==> src/rtl/dcache_wb_pkg.sv <==
package dcache_wb_pkg;

    // bus word geometry
    parameter int unsigned WORD_W = 32;
    parameter int unsigned STRB_W = WORD_W / 8;

    // line geometry, fixed at four words
    parameter int unsigned WORDS_PER_LINE = 4;
    parameter int unsigned LINE_W = WORD_W * WORDS_PER_LINE;
    parameter int unsigned LINE_STRB_W = LINE_W / 8;

    // byte address bits 3:2 pick the word inside the line
    parameter int unsigned WORD_OFS_W = $clog2(WORDS_PER_LINE);
    parameter int unsigned LINE_OFS_W = $clog2(LINE_STRB_W);

    // one line seen as words or as bytes
    typedef union packed {
        logic [WORDS_PER_LINE-1:0][WORD_W-1:0] words;
        logic [LINE_STRB_W-1:0][7:0]           bytes;
    } wb_line_u;

endpackage
==> src/rtl/dcache_wb_top.sv <==
`timescale 1ns/1ns

module dcache_wb_top
    import dcache_wb_pkg::*;
#(
    parameter int unsigned ADDR_W     = 32,
    parameter int unsigned DEPTH_LOG2 = 2
) (
    input  logic              clk_i,
    input  logic              rstn_i,

    // store request
    input  logic              st_valid_i,
    output logic              st_ready_o,
    input  logic [ADDR_W-1:0] st_addr_i,
    input  logic [WORD_W-1:0] st_data_i,
    input  logic [STRB_W-1:0] st_strb_i,

    // load probe
    input  logic              ld_check_i,
    input  logic [ADDR_W-1:0] ld_addr_i,
    input  logic [STRB_W-1:0] ld_strb_i,
    output logic              ld_hit_o,
    output logic [WORD_W-1:0] ld_data_o,

    // status
    output logic              wb_empty_o,
    output logic              bus_err_o,

    // AXI4-Lite write master
    output logic              m_awvalid_o,
    input  logic              m_awready_i,
    output logic [ADDR_W-1:0] m_awaddr_o,
    output logic              m_wvalid_o,
    input  logic              m_wready_i,
    output logic [WORD_W-1:0] m_wdata_o,
    output logic [STRB_W-1:0] m_wstrb_o,
    input  logic              m_bvalid_i,
    output logic              m_bready_o,
    input  logic [1:0]        m_bresp_i
);

    localparam int unsigned LINE_AW = ADDR_W - LINE_OFS_W;

    // store port to write buffer
    logic                   req_valid;
    logic                   req_ready;
    logic [LINE_AW-1:0]     req_line_addr;
    wb_line_u               req_data;
    logic [LINE_STRB_W-1:0] req_strb;

    // write buffer to drain
    logic                   head_valid;
    logic [LINE_AW-1:0]     head_line_addr;
    wb_line_u               head_data;
    logic [LINE_STRB_W-1:0] head_strb;
    logic                   head_busy;
    logic                   head_pop;

    store_port #(
        .ADDR_W (ADDR_W)
    ) u_store_port (
        .clk_i, .rstn_i,
        .st_valid_i, .st_ready_o, .st_addr_i, .st_data_i, .st_strb_i,
        .req_valid_o (req_valid), .req_ready_i (req_ready),
        .req_line_addr_o (req_line_addr), .req_data_o (req_data), .req_strb_o (req_strb)
    );

    write_buffer #(
        .ADDR_W     (ADDR_W),
        .DEPTH_LOG2 (DEPTH_LOG2)
    ) u_write_buffer (
        .clk_i, .rstn_i,
        .req_valid_i (req_valid), .req_ready_o (req_ready),
        .req_line_addr_i (req_line_addr), .req_data_i (req_data), .req_strb_i (req_strb),
        .ld_check_i, .ld_addr_i, .ld_strb_i, .ld_hit_o, .ld_data_o,
        .head_valid_o (head_valid), .head_line_addr_o (head_line_addr),
        .head_data_o (head_data), .head_strb_o (head_strb),
        .head_busy_i (head_busy), .head_pop_i (head_pop),
        .empty_o (wb_empty_o)
    );

    axi_lite_drain #(
        .ADDR_W (ADDR_W)
    ) u_drain (
        .clk_i, .rstn_i,
        .head_valid_i (head_valid), .head_line_addr_i (head_line_addr),
        .head_data_i (head_data), .head_strb_i (head_strb),
        .head_busy_o (head_busy), .head_pop_o (head_pop),
        .bus_err_o,
        .m_awvalid_o, .m_awready_i, .m_awaddr_o,
        .m_wvalid_o, .m_wready_i, .m_wdata_o, .m_wstrb_o,
        .m_bvalid_i, .m_bready_o, .m_bresp_i
    );

endmodule

==> src/rtl/axi_lite_drain.sv <==
`timescale 1ns/1ns

module axi_lite_drain
    import dcache_wb_pkg::*;
#(
    parameter int unsigned ADDR_W = 32
) (
    input  logic                         clk_i,
    input  logic                         rstn_i,

    // head entry of the write buffer
    input  logic                         head_valid_i,
    input  logic [ADDR_W-LINE_OFS_W-1:0] head_line_addr_i,
    input  wb_line_u                     head_data_i,
    input  logic [LINE_STRB_W-1:0]       head_strb_i,
    output logic                         head_busy_o,
    output logic                         head_pop_o,

    output logic                         bus_err_o,

    // AXI4-Lite write master
    output logic                         m_awvalid_o,
    input  logic                         m_awready_i,
    output logic [ADDR_W-1:0]            m_awaddr_o,
    output logic                         m_wvalid_o,
    input  logic                         m_wready_i,
    output logic [WORD_W-1:0]            m_wdata_o,
    output logic [STRB_W-1:0]            m_wstrb_o,
    input  logic                         m_bvalid_i,
    output logic                         m_bready_o,
    input  logic [1:0]                   m_bresp_i
);

    localparam logic [1:0] S_IDLE = 2'd0;
    localparam logic [1:0] S_SEND = 2'd1;
    localparam logic [1:0] S_RESP = 2'd2;
    localparam logic [1:0] S_POP  = 2'd3;

    localparam logic [1:0] RESP_SLVERR = 2'b10;

    logic [1:0]            state_q;
    logic [WORD_OFS_W-1:0] word_idx_q;
    logic                  aw_done_q;
    logic                  w_done_q;
    logic                  err_q;

    logic                  word_dirty;
    logic                  last_word;
    logic                  aw_fire;
    logic                  w_fire;
    logic                  beat_done;

    assign word_dirty = |head_strb_i[word_idx_q*STRB_W +: STRB_W];
    assign last_word  = (word_idx_q == WORD_OFS_W'(WORDS_PER_LINE - 1));

    // AW and W rise together, each drops on its own handshake
    assign m_awvalid_o = (state_q == S_SEND) && word_dirty && !aw_done_q;
    assign m_wvalid_o  = (state_q == S_SEND) && word_dirty && !w_done_q;
    assign aw_fire     = m_awvalid_o && m_awready_i;
    assign w_fire      = m_wvalid_o && m_wready_i;
    assign beat_done   = (aw_done_q || aw_fire) && (w_done_q || w_fire);

    // payload read straight from the head, which is frozen while busy
    assign m_awaddr_o = {head_line_addr_i, word_idx_q, 2'b00};
    assign m_wdata_o  = head_data_i.words[word_idx_q];
    assign m_wstrb_o  = head_strb_i[word_idx_q*STRB_W +: STRB_W];
    assign m_bready_o = (state_q == S_RESP);

    assign head_busy_o = (state_q != S_IDLE);
    assign head_pop_o  = (state_q == S_POP);

    always_ff @(posedge clk_i) begin
        if (!rstn_i) begin
            state_q    <= S_IDLE;
            word_idx_q <= '0;
            aw_done_q  <= 1'b0;
            w_done_q   <= 1'b0;
        end else begin
            case (state_q)
                S_IDLE: begin
                    word_idx_q <= '0;
                    if (head_valid_i) begin
                        state_q <= S_SEND;
                    end
                end
                S_SEND: begin
                    if (!word_dirty) begin
                        // clean word, nothing to write
                        if (last_word) begin
                            state_q <= S_POP;
                        end else begin
                            word_idx_q <= word_idx_q + 1'b1;
                        end
                    end else if (beat_done) begin
                        state_q   <= S_RESP;
                        aw_done_q <= 1'b0;
                        w_done_q  <= 1'b0;
                    end else begin
                        aw_done_q <= aw_done_q || aw_fire;
                        w_done_q  <= w_done_q || w_fire;
                    end
                end
                S_RESP: begin
                    if (m_bvalid_i) begin
                        if (last_word) begin
                            state_q <= S_POP;
                        end else begin
                            word_idx_q <= word_idx_q + 1'b1;
                            state_q    <= S_SEND;
                        end
                    end
                end
                default: begin
                    state_q <= S_IDLE;
                end
            endcase
        end
    end

    // sticky error flag
    always_ff @(posedge clk_i) begin
        if (!rstn_i) begin
            err_q <= 1'b0;
        end else if (m_bready_o && m_bvalid_i && m_bresp_i == RESP_SLVERR) begin
            err_q <= 1'b1;
        end
    end

    assign bus_err_o = err_q;

    // AXI payloads hold while waiting for ready
    a_aw_stable: assert property (@(posedge clk_i) disable iff (!rstn_i)
        m_awvalid_o && !m_awready_i |=> m_awvalid_o && $stable(m_awaddr_o));

    a_w_stable: assert property (@(posedge clk_i) disable iff (!rstn_i)
        m_wvalid_o && !m_wready_i |=> m_wvalid_o && $stable(m_wdata_o) && $stable(m_wstrb_o));

endmodule

==> src/rtl/write_buffer.sv <==
`timescale 1ns/1ns

module write_buffer
    import dcache_wb_pkg::*;
#(
    parameter int unsigned ADDR_W     = 32,
    parameter int unsigned DEPTH_LOG2 = 2
) (
    input  logic                         clk_i,
    input  logic                         rstn_i,

    // request from the store port
    input  logic                         req_valid_i,
    output logic                         req_ready_o,
    input  logic [ADDR_W-LINE_OFS_W-1:0] req_line_addr_i,
    input  wb_line_u                     req_data_i,
    input  logic [LINE_STRB_W-1:0]       req_strb_i,

    // load probe
    input  logic                         ld_check_i,
    input  logic [ADDR_W-1:0]            ld_addr_i,
    input  logic [STRB_W-1:0]            ld_strb_i,
    output logic                         ld_hit_o,
    output logic [WORD_W-1:0]            ld_data_o,

    // oldest entry towards the drain
    output logic                         head_valid_o,
    output logic [ADDR_W-LINE_OFS_W-1:0] head_line_addr_o,
    output wb_line_u                     head_data_o,
    output logic [LINE_STRB_W-1:0]       head_strb_o,
    input  logic                         head_busy_i,
    input  logic                         head_pop_i,

    output logic                         empty_o
);

    localparam int unsigned LINE_AW = ADDR_W - LINE_OFS_W;
    localparam int unsigned DEPTH   = 2 ** DEPTH_LOG2;

    // entry storage
    logic [LINE_AW-1:0]     line_addr_q [DEPTH];
    wb_line_u               data_q      [DEPTH];
    logic [LINE_STRB_W-1:0] strb_q      [DEPTH];
    logic [DEPTH-1:0]       valid_q;

    // pointers carry one extra wrap bit
    logic [DEPTH_LOG2:0]    wr_ptr_q;
    logic [DEPTH_LOG2:0]    rd_ptr_q;
    logic [DEPTH_LOG2-1:0]  wr_idx;
    logic [DEPTH_LOG2-1:0]  rd_idx;
    logic                   full;

    logic [DEPTH-1:0]       merge_hit;
    logic                   merge_any;
    logic [DEPTH_LOG2-1:0]  merge_idx;
    wb_line_u               merged_data;
    logic                   do_merge;
    logic                   do_append;

    logic [LINE_AW-1:0]     ld_line;
    logic [WORD_OFS_W-1:0]  ld_word;
    logic [LINE_STRB_W-1:0] ld_line_strb;
    logic                   ld_found;
    logic [DEPTH_LOG2-1:0]  ld_idx;
    logic                   ld_hit_q;
    logic [WORD_W-1:0]      ld_data_q;

    assign wr_idx  = wr_ptr_q[DEPTH_LOG2-1:0];
    assign rd_idx  = rd_ptr_q[DEPTH_LOG2-1:0];
    assign empty_o = (wr_ptr_q == rd_ptr_q);
    assign full    = (wr_ptr_q[DEPTH_LOG2] != rd_ptr_q[DEPTH_LOG2]) && (wr_idx == rd_idx);

    // look for a pending entry of the same line, the head is locked while draining
    always_comb begin
        merge_hit = '0;
        merge_idx = '0;
        for (int i = 0; i < DEPTH; i++) begin
            if (valid_q[i] && line_addr_q[i] == req_line_addr_i
                    && !(head_busy_i && DEPTH_LOG2'(i) == rd_idx)) begin
                merge_hit[i] = 1'b1;
                merge_idx    = DEPTH_LOG2'(i);
            end
        end
    end

    assign merge_any   = |merge_hit;
    assign req_ready_o = merge_any || !full;
    assign do_merge    = req_valid_i && req_ready_o && merge_any;
    assign do_append   = req_valid_i && req_ready_o && !merge_any;

    // new bytes replace old ones under the request strobes
    always_comb begin
        merged_data = data_q[merge_idx];
        for (int b = 0; b < LINE_STRB_W; b++) begin
            if (req_strb_i[b]) begin
                merged_data.bytes[b] = req_data_i.bytes[b];
            end
        end
    end

    always_ff @(posedge clk_i) begin
        if (do_append) begin
            line_addr_q[wr_idx] <= req_line_addr_i;
            data_q[wr_idx]      <= req_data_i;
            strb_q[wr_idx]      <= req_strb_i;
        end else if (do_merge) begin
            data_q[merge_idx]   <= merged_data;
            strb_q[merge_idx]   <= strb_q[merge_idx] | req_strb_i;
        end
    end

    always_ff @(posedge clk_i) begin
        if (!rstn_i) begin
            wr_ptr_q <= '0;
            rd_ptr_q <= '0;
            valid_q  <= '0;
        end else begin
            if (do_append) begin
                wr_ptr_q        <= wr_ptr_q + 1'b1;
                valid_q[wr_idx] <= 1'b1;
            end
            if (head_pop_i) begin
                rd_ptr_q        <= rd_ptr_q + 1'b1;
                valid_q[rd_idx] <= 1'b0;
            end
        end
    end

    assign head_valid_o     = !empty_o;
    assign head_line_addr_o = line_addr_q[rd_idx];
    assign head_data_o      = data_q[rd_idx];
    assign head_strb_o      = strb_q[rd_idx];

    // load probe in line coordinates
    assign ld_line      = ld_addr_i[ADDR_W-1:LINE_OFS_W];
    assign ld_word      = ld_addr_i[LINE_OFS_W-1:LINE_OFS_W-WORD_OFS_W];
    assign ld_line_strb = LINE_STRB_W'(ld_strb_i) << (STRB_W * ld_word);

    // walk back from the write pointer so the youngest match wins
    always_comb begin
        logic [DEPTH_LOG2-1:0] scan_idx;
        ld_found = 1'b0;
        ld_idx   = '0;
        for (int k = 1; k <= DEPTH; k++) begin
            scan_idx = wr_idx - DEPTH_LOG2'(k);
            if (!ld_found && valid_q[scan_idx] && line_addr_q[scan_idx] == ld_line) begin
                ld_found = 1'b1;
                ld_idx   = scan_idx;
            end
        end
    end

    always_ff @(posedge clk_i) begin
        if (!rstn_i) begin
            ld_hit_q <= 1'b0;
        end else begin
            ld_hit_q <= ld_check_i && ld_found
                        && ((strb_q[ld_idx] & ld_line_strb) == ld_line_strb);
        end
    end

    always_ff @(posedge clk_i) begin
        if (ld_check_i) begin
            ld_data_q <= data_q[ld_idx].words[ld_word];
        end
    end

    assign ld_hit_o  = ld_hit_q;
    assign ld_data_o = ld_data_q;

    // an append must land in a free slot, valid bits and pointers agree
    a_no_append_full: assert property (@(posedge clk_i) disable iff (!rstn_i)
        do_append |-> !valid_q[wr_idx]);

    // the drain only pops a line that exists
    a_no_pop_empty: assert property (@(posedge clk_i) disable iff (!rstn_i)
        head_pop_i |-> !empty_o);

endmodule

==> src/rtl/store_port.sv <==
`timescale 1ns/1ns

module store_port
    import dcache_wb_pkg::*;
#(
    parameter int unsigned ADDR_W = 32
) (
    input  logic                         clk_i,
    input  logic                         rstn_i,

    // core store request
    input  logic                         st_valid_i,
    output logic                         st_ready_o,
    input  logic [ADDR_W-1:0]            st_addr_i,
    input  logic [WORD_W-1:0]            st_data_i,
    input  logic [STRB_W-1:0]            st_strb_i,

    // line-aligned request towards the write buffer
    output logic                         req_valid_o,
    input  logic                         req_ready_i,
    output logic [ADDR_W-LINE_OFS_W-1:0] req_line_addr_o,
    output wb_line_u                     req_data_o,
    output logic [LINE_STRB_W-1:0]       req_strb_o
);

    localparam int unsigned LINE_AW = ADDR_W - LINE_OFS_W;

    logic                   req_valid_q;
    logic [LINE_AW-1:0]     line_addr_q;
    wb_line_u               data_q;
    logic [LINE_STRB_W-1:0] strb_q;

    logic [WORD_OFS_W-1:0]  word_sel;
    wb_line_u               data_placed;
    logic [LINE_STRB_W-1:0] strb_placed;
    logic                   accept;

    // holding register is free, or it empties this cycle
    assign st_ready_o = !req_valid_q || req_ready_i;
    assign accept     = st_valid_i && st_ready_o;

    // byte offset bits 1:0 are dropped, strobes carry the byte lanes
    assign word_sel = st_addr_i[LINE_OFS_W-1:LINE_OFS_W-WORD_OFS_W];

    always_comb begin
        data_placed = '0;
        data_placed.words[word_sel] = st_data_i;
        strb_placed = LINE_STRB_W'(st_strb_i) << (STRB_W * word_sel);
    end

    always_ff @(posedge clk_i) begin
        if (!rstn_i) begin
            req_valid_q <= 1'b0;
        end else if (accept) begin
            req_valid_q <= 1'b1;
        end else if (req_ready_i) begin
            req_valid_q <= 1'b0;
        end
    end

    always_ff @(posedge clk_i) begin
        if (accept) begin
            line_addr_q <= st_addr_i[ADDR_W-1:LINE_OFS_W];
            data_q      <= data_placed;
            strb_q      <= strb_placed;
        end
    end

    assign req_valid_o     = req_valid_q;
    assign req_line_addr_o = line_addr_q;
    assign req_data_o      = data_q;
    assign req_strb_o      = strb_q;

    // a stalled request keeps its payload until the buffer takes it
    a_req_stable: assert property (@(posedge clk_i) disable iff (!rstn_i)
        req_valid_o && !req_ready_i |=> req_valid_o && $stable(req_line_addr_o)
            && $stable(req_data_o) && $stable(req_strb_o));

endmodule

==> config.mk <==
export PLATFORM = sky130hd
export DESIGN_NAME = dcache_wb_top
export DESIGN_NICKNAME = d
export VERILOG_FILES = /design/src/rtl/dcache_wb_pkg.sv /design/src/rtl/dcache_wb_top.sv /design/src/rtl/axi_lite_drain.sv /design/src/rtl/write_buffer.sv /design/src/rtl/store_port.sv
export SDC_FILE = /design/constraint.sdc
export NUM_CORES = 2
export LEC_CHECK = 0
export BUFFER_PORTS_ARGS = -buffer_cell sky130_fd_sc_hd__buf_4
export CAP_MARGIN = 10
export CORE_ASPECT_RATIO = 1.75
export CORE_MARGIN = 4
export CORE_UTILIZATION = 31
export DETAILED_ROUTE_END_ITERATION = 8
export GPL_ROUTABILITY_DRIVEN = 0
export SKIP_LAST_GASP = 1
export SLEW_MARGIN = 0
export SYNTH_ARGS = -nofsm -noshare
export SYNTH_HDL_FRONTEND = slang
export SYNTH_SLANG_ARGS = --single-unit
==> constraint.sdc <==
create_clock -name clk_i -period 9.8 [get_ports clk_i]
set_input_delay 1.96 -clock clk_i [delete_from_list [all_inputs] [get_ports clk_i]]
set_output_delay 1.96 -clock clk_i [all_outputs]
set_load 0.02 [all_outputs]
[Word level (Yosys, flattened, before mapping)]
Memory sizes are Yosys's and may differ from the RTL's. A register that Yosys moved wholly into a read port is not among the register bits.
Cells that the tools add are included.
Word-level totals
  register bits: 223
  bits in writable memories: 688
  input port bits: 113
  logic and storage cells: 251
  memories kept: 3
Memory list
  u_write_buffer.data_q: words 4, bits a word 128, rd ports 2, clocked after memory_dff 1, wr ports 1, RTL line write_buffer.sv:42  | wb_line_u data_q [DEPTH];
  u_write_buffer.line_addr_q: words 4, bits a word 28, rd ports 9, clocked after memory_dff 2, wr ports 1, RTL line write_buffer.sv:41  | logic [LINE_AW-1:0] line_addr_q [DEPTH];
  u_write_buffer.strb_q: words 4, bits a word 16, rd ports 3, clocked after memory_dff 1, wr ports 1, RTL line write_buffer.sv:43  | logic [LINE_STRB_W-1:0] strb_q [DEPTH];
Operators by class
  add/subtract/negate cells: 6
  order comparisons: 11
  equal/unequal tests: 41
  shift-type cells: 3
  muxes and demuxes: 86
  bitwise operators: 6
  reduce and logical (&&, ||, !) cells: 81
Operator list (count)
  $eq 28x28->1: 8
  $and 128x128->128: 1
  $bmux 32 s2: 2
  $mux 128: 1
  $mux 8: 16
  $reduce_or 128->1: 1
  $mux 32: 3
  $demux 32 s2: 1
  $mux 2: 25
  $logic_and 1x1->1: 37
  $reduce_and 2->1: 17
  $mux 16: 2
  $shl 4x4->16: 2
  $mux 1: 25
  $lt 2x3->1 const B: 8
  $and 16x16->16: 1
  $eq 16x16->1: 1
  $ne 1x1->1 const B: 16
  $or 16x16->16: 1
  $reduce_or 16->1: 1
  $shiftx 16x5->4: 1
  $logic_not 1->1: 12
  $mux 4: 3
  $pmux 2 s3: 2
  other kinds (27): 47

[Logic depth before layout (Yosys ltp)]
An unclocked memory read counts as a cell.
  word-level depth: 21
  mapped depth: 29
  gate-level depth less buffers: 14

[Modules after synthesis]
From an unflattened synthesis, not the netlist that was laid out.
Second synthesis, totals
  cell total of the unflattened synthesis: 3119
  area total of the unflattened synthesis: 48790.5 µm²
By module, submodules not included
  write_buffer: instances 1, cells an instance 2650, area an instance 40944.3 µm², sequential area each 21921.0 µm²
  store_port: instances 1, cells an instance 341, area an instance 6282.3 µm², sequential area each 5185.0 µm²
  axi_lite_drain: instances 1, cells an instance 128, area an instance 1564.0 µm², sequential area each 140.1 µm²

[Worst setup path before layout]
Ideal clock, no wire load.
  kind: register -> register
  start point: register u_write_buffer.wr_ptr_q[0]
  end point: register u_store_port.data_q, in the netlist u_store_port.req_data_o[0] (enable)
  setup time: 0.727 ns
  arrival: 9.885 ns
  data required time: 9.073 ns
  slack: -0.812 ns
  stages on the path, launching flop included: 13
  buffers on the path: 8
  clock period less this slack: 10.612 ns
  cell sequence: dfxtp_1 > buf_6 > buf_6 > buf_6 > buf_6 > buf_6 > buf_4 > buf_2 > buf_1 > xnor2_1 > nand3_1 > nor3_1 > nor2b_1
On the way
  word-level cells in the longest chain between the ends: 6
RTL lines
  start: declaration: RTL line write_buffer.sv:47  | logic [DEPTH_LOG2:0] wr_ptr_q;
  start signal: assignment: RTL line write_buffer.sv:119  | wr_ptr_q <= wr_ptr_q + 1'b1;
  $eq 2x2->1: RTL line write_buffer.sv:71  | assign full = (wr_ptr_q[DEPTH_LOG2] != rd_ptr_q[DEPTH_LOG2]) && (wr_idx == rd_idx);
  $logic_and 1x1->1: RTL line write_buffer.sv:71
  $logic_not 1->1: RTL line write_buffer.sv:87  | assign req_ready_o = merge_any || !full;
  $logic_or 1x1->1: RTL line write_buffer.sv:87
  $logic_or 1x1->1: RTL line store_port.sv:39  | assign st_ready_o = !req_valid_q || req_ready_i;
  $logic_and 1x1->1: RTL line store_port.sv:40  | assign accept = st_valid_i && st_ready_o;
  named net u_store_port.accept: RTL line store_port.sv:36  | logic accept;
  end signal: assignment: RTL line store_port.sv:64  | data_q <= data_placed;
  end: declaration: RTL line store_port.sv:30  | wb_line_u data_q;
The timed path passes the listed nets, and every way through them passes these cells.
A chain may end at the register's enable or synchronous reset.

[Worst setup path after layout]
  start point: register u_write_buffer.wr_ptr_q[1]
  end point: register u_write_buffer.ld_data_q[11], in the netlist u_write_buffer.ld_data_o[11], data pin
On the way
  word-level cells in the longest chain between the ends: 20
  elaborated cells on any way between the ends: 35
RTL lines
  $sub 2x1->2: RTL line write_buffer.sv:145  | scan_idx = wr_idx - DEPTH_LOG2'(k);
  $mem_v2 4x28 / $bmux 1 s2 (equally long branches)
  $eq 28x28->1 / $mux 1 (equally long branches): RTL line write_buffer.sv:146  | if (!ld_found && valid_q[scan_idx] && line_addr_q[scan_idx] == ld_line) begin
  $logic_and 1x1->1: RTL line write_buffer.sv:146
  $mux 1: RTL line write_buffer.sv:146
  $logic_not 1->1: RTL line write_buffer.sv:146
  $logic_and 1x1->1 (2 in series): RTL line write_buffer.sv:146
  $mux 1: RTL line write_buffer.sv:146
  $logic_not 1->1: RTL line write_buffer.sv:146
  $logic_and 1x1->1 (2 in series): RTL line write_buffer.sv:146
  $mux 1: RTL line write_buffer.sv:146
  $logic_not 1->1: RTL line write_buffer.sv:146
  $logic_and 1x1->1 (2 in series): RTL line write_buffer.sv:146
  $mux 2 (*): RTL line write_buffer.sv:146
  $mem_v2 4x128 (*)
  $bmux 32 s2 (*): RTL line write_buffer.sv:164  | ld_data_q <= data_q[ld_idx].words[ld_word];
  $mux 32 (implied by the code) (*): RTL line write_buffer.sv:164
  end signal: assignment: RTL line write_buffer.sv:164
  end: declaration: RTL line write_buffer.sv:66  | logic [WORD_W-1:0] ld_data_q;
Every way passes the cells marked *; elsewhere a longest branch is shown, timed or not. The select of a mux whose other input is x is not followed.

==> summary.md <==
| Metric | Value |
|---|---|
| Die ar. | `163,900 sq um` |
| Post-DR vias/cell | `5.800` |
| RSZ-0062 raised after global routing | `no` |
| Outcome | `finished, final reports clean` |
| Num ports | `220` |
| Setup tns final | `0 ns` |
| Number of global-route vias before repair | `31.77k` |
| FP Rows | `192` |
| Overall Power | `9.895 mW` |
| Initial Utilization | `31.17%` |
| Cell variety after synth | `90` |
| Clock sinks | `915` |
| Pwr dens | `177.3 nW/um^2` |
| Max incr delay on CP | `1.03 ns` |
| Synthesized flop and latch total | `915` |
| CTS buffer count | `92` |
| Worst-margin pin slew | `1.212 ns` |
| Most common cell after layout, fill and taps aside | `edfxtp_1` |
| HP Class | `reg -> reg` |
| Area of the multi-input gates | `20,270 sq um` |
| Critical path class | `reg -> reg` |
| WHS Endpoint | `u_drain.bus_err_o` |
| FF+latch area | `27,270 sq um` |
| Largest net degree at the start of global routing | `145` |
| Sequential share of the synthesized area | `55.89%` |
| Syn Inst Count | `3,160` |
| Lkg Pwr | `19.57 nW` |
| Cts hold-fix bufs | `0` |
| Maximum VDD drop | `0.1746 mV` |
| Port buffer count | `213` |
| Via count | `31.60k` |
| Fmax | `0.1200 GHz` |
| Synth async-reset ratio | `0%` |
| CP arrival | `8.87 ns` |
| CTS clk-pin slew, worst paths | `0.06 ns` |
| H-tree levels | `3` |
| Initial antenna violation count | `20` |
| CP required | `10.34 ns` |
| Netlist Area Pre-Place | `48,750 sq um` |
| Area growth from synthesis to layout | `14.48%` |
| Period minus WS final | `8.332 ns` |
| Drt pass-1 iters | `6` |
| YS warnings | `0` |
| GRT Total Usage | `20.58%` |
| Overall die width | `307.8 microns` |
| # DRC | `0` |
| Max Cap Violations | `0` |
| Worst path bufs/invs | `4` |
| Starting DRT DRC Count | `3,222` |
| CTS Root Cell | `clkbuf_16` |
| Commonest cells after routing, fill and taps aside | `edfxtp_1 (892), mux2i_1 (406), mux4_2 (343)` |
| Grt total ovfl | `0` |
| Number of flops mapped to enable cells by yosys | `892` |
| Top cells by area, synth | `edfxtp_1 (55%), mux4_2 (16%), mux2i_1 (8.4%)` |
| Die Span Y | `532.6 microns` |
| Fin nets | `3,449` |
| Setup bufs post-CTS | `0` |
| Cell taking the most area after synthesis | `edfxtp_1` |
| Top cell type's share of synthesized area | `54.95%` |
| Final Util | `35.69%` |
| Most used cell, CP | `mux2i_1` |
| CTS tree | `yes` |
| Worst Hold Launch | `u_drain.bus_err_o` |
| Tcrit/Tclk final | `85.02%` |
| Clock skew | `0.04227 ns` |
| Crit path capture type | `flop` |
| Rel. slew slack | `16.88%` |
| DP HPWL | `115.4 mm` |
| Final Hold Fails | `0` |
| Fillers | `14.76k` |
| Worst reg2reg path depth | `16` |
| Critical-path top delay cell | `mux2i_1` |
| Worst R2R End | `u_write_buffer.ld_data_o[11]` |
| Final Max Tran Viols | `0` |
| Cells resized by post-CTS repair | `0` |
| Hold Path Depth | `1` |
| CTS Buffer Depth | `3` |
| First-pass GRT wire length | `240.4 mm` |
| Most used DFF post-synth | `edfxtp_1` |
| Routed Antenna Nets | `0` |
| Clock latency on the worst-skew pair | `0.73 ns` |
| Routed WL per cell | `31.50 microns` |
| FF-to-FF Start | `u_write_buffer.wr_ptr_q[1]` |
| Fraction of layout cells with a size suffix above 1 | `25.04%` |
| Cell family with most CP delay | `buffers and inverters` |
| CP Launch Type | `flop` |
| Crit path cell chain | `clkinv_1 -> ha_4 -> buf_12 -> mux2i_1 -> a2bb2oi_1 -> o2111ai_1 -> a2111o_1 -> or3_1 -> nor3_1 -> o41ai_1 -> a211oi_4 -> buf_4 -> buf_12 -> mux2i_1 -> mux4_2 -> mux2i_1` |
| Core ar. | `156,400 sq um` |
| Final setup vio count | `0` |
| R2r setup slk | `1.47 ns` |
| Drt total wl | `171.6 mm` |
| CP Max Fanout | `135` |
| Synth Area per Inst | `15.43 sq um` |
## area by class of cell
type	instances	share of cell area, %
antenna	9	0.04036
clock buffer	99	4.226
clock inverter	74	1.675
inverter	40	0.2690
multi-input combinational	1986	36.33
sequential	915	48.86
tap	2037	4.567
timing repair buffer	288	4.038
## power breakdown
group / total (mW) / switching (mW) / internal, mW
Clock: 3.80 / 1.62 / 2.18
Sequential: 4.69 / 0.212 / 4.47
Combinational: 1.41 / 0.831 / 0.577
Total: 9.90 / 2.67 / 7.23
## through the flow
step	hold WS (ns)	setup slack, ns	instance area, sq um	std cells
floorplan	0.4587	2.567	48750	3161
global placement	0.4471	2.012	52460	5264
detailed placement	0.4602	2.030	52460	5264
CTS	0.4759	2.023	55750	5437
global route	0.4980	1.347	55790	5439
finish	0.4679	1.468	55810	5448
## logic make-up (layout without fill, tap and decap cells)
logic type      count (synthesis)  in the layout  synth area share [%]
mux                           783            783                 25.03
buf+inv                       260            501                 2.762
xor+xnor                      201            201                 3.642
flops                         915            915                 55.89
simple gates                  660            660                 7.364
fa+ha+maj                      13             13                0.3337
compound gates                327            327                 4.974
other cells                     1             11              0.007693
## per-layer routing
metal / track usage (%) / wire length (microns) / vias up
li1: - / - / 13100
met3: 6.679 / 16090 / 550
met4: 11.91 / 11970 / 8
met5: 0 / 44 / -
met1: 22.29 / 58220 / 16170
met2: 35.18 / 85270 / 1773
## registers in the layout, summed over array words and instances, names as in the netlist, 2 cells and up, named ones only
register and count:
u_write_buffer.data_q 512, u_store_port.req_data_o 128, u_write_buffer.line_addr_q 112, u_write_buffer.strb_q 64, u_write_buffer.ld_data_o 32, u_store_port.req_line_addr_o 28, u_store_port.req_strb_o 16, u_write_buffer.valid_q 4
u_write_buffer.rd_ptr_q 3, u_write_buffer.wr_ptr_q 3, u_drain.state_q 2, u_drain.word_idx_q 2
## worst max-delay path by stage
stage / slack [ns] / cells past startpoint / startpoint / to
finish: 1.47 / 16 / u_write_buffer.wr_ptr_q[1] / u_write_buffer.ld_data_o[11]
global route: 1.35 / 15 / u_write_buffer.wr_ptr_q[1] / u_write_buffer.ld_data_o[11]
floorplan: 2.57 / 12 / u_write_buffer.wr_ptr_q[0] / u_store_port.req_data_o[0]
detailed placement: 2.03 / 16 / u_write_buffer.wr_ptr_q[1] / u_write_buffer.ld_data_o[11]
global placement: 2.01 / 16 / u_write_buffer.wr_ptr_q[1] / u_write_buffer.ld_data_o[13]
CTS: 2.02 / 16 / u_write_buffer.wr_ptr_q[1] / u_write_buffer.ld_data_o[13]
## Yosys cell counts, types with 12 or more instances
cell       number
nor4_1         41
nand3_1        47
xor2_1         99
buf_1          27
mux2_2         22
clkbuf_1      116
nor3_1         32
a211oi_1       24
ha_1           13
nor2b_1        20
a21oi_1        54
a2111oi_0      13
inv_1          37
nor2_1        141
o21bai_1       18
o2111ai_1      16
buf_2          32
mux4_2        343
o22ai_1        12
nand2_1        80
nand4_1        40
edfxtp_1      892
and2_1        132
and3_1         48
o21ai_0        36
nand2b_1       19
xnor2_1       100
dfxtp_1        23
buf_6          31
mux2i_1       408
Power figures use the tool's default switching activity.
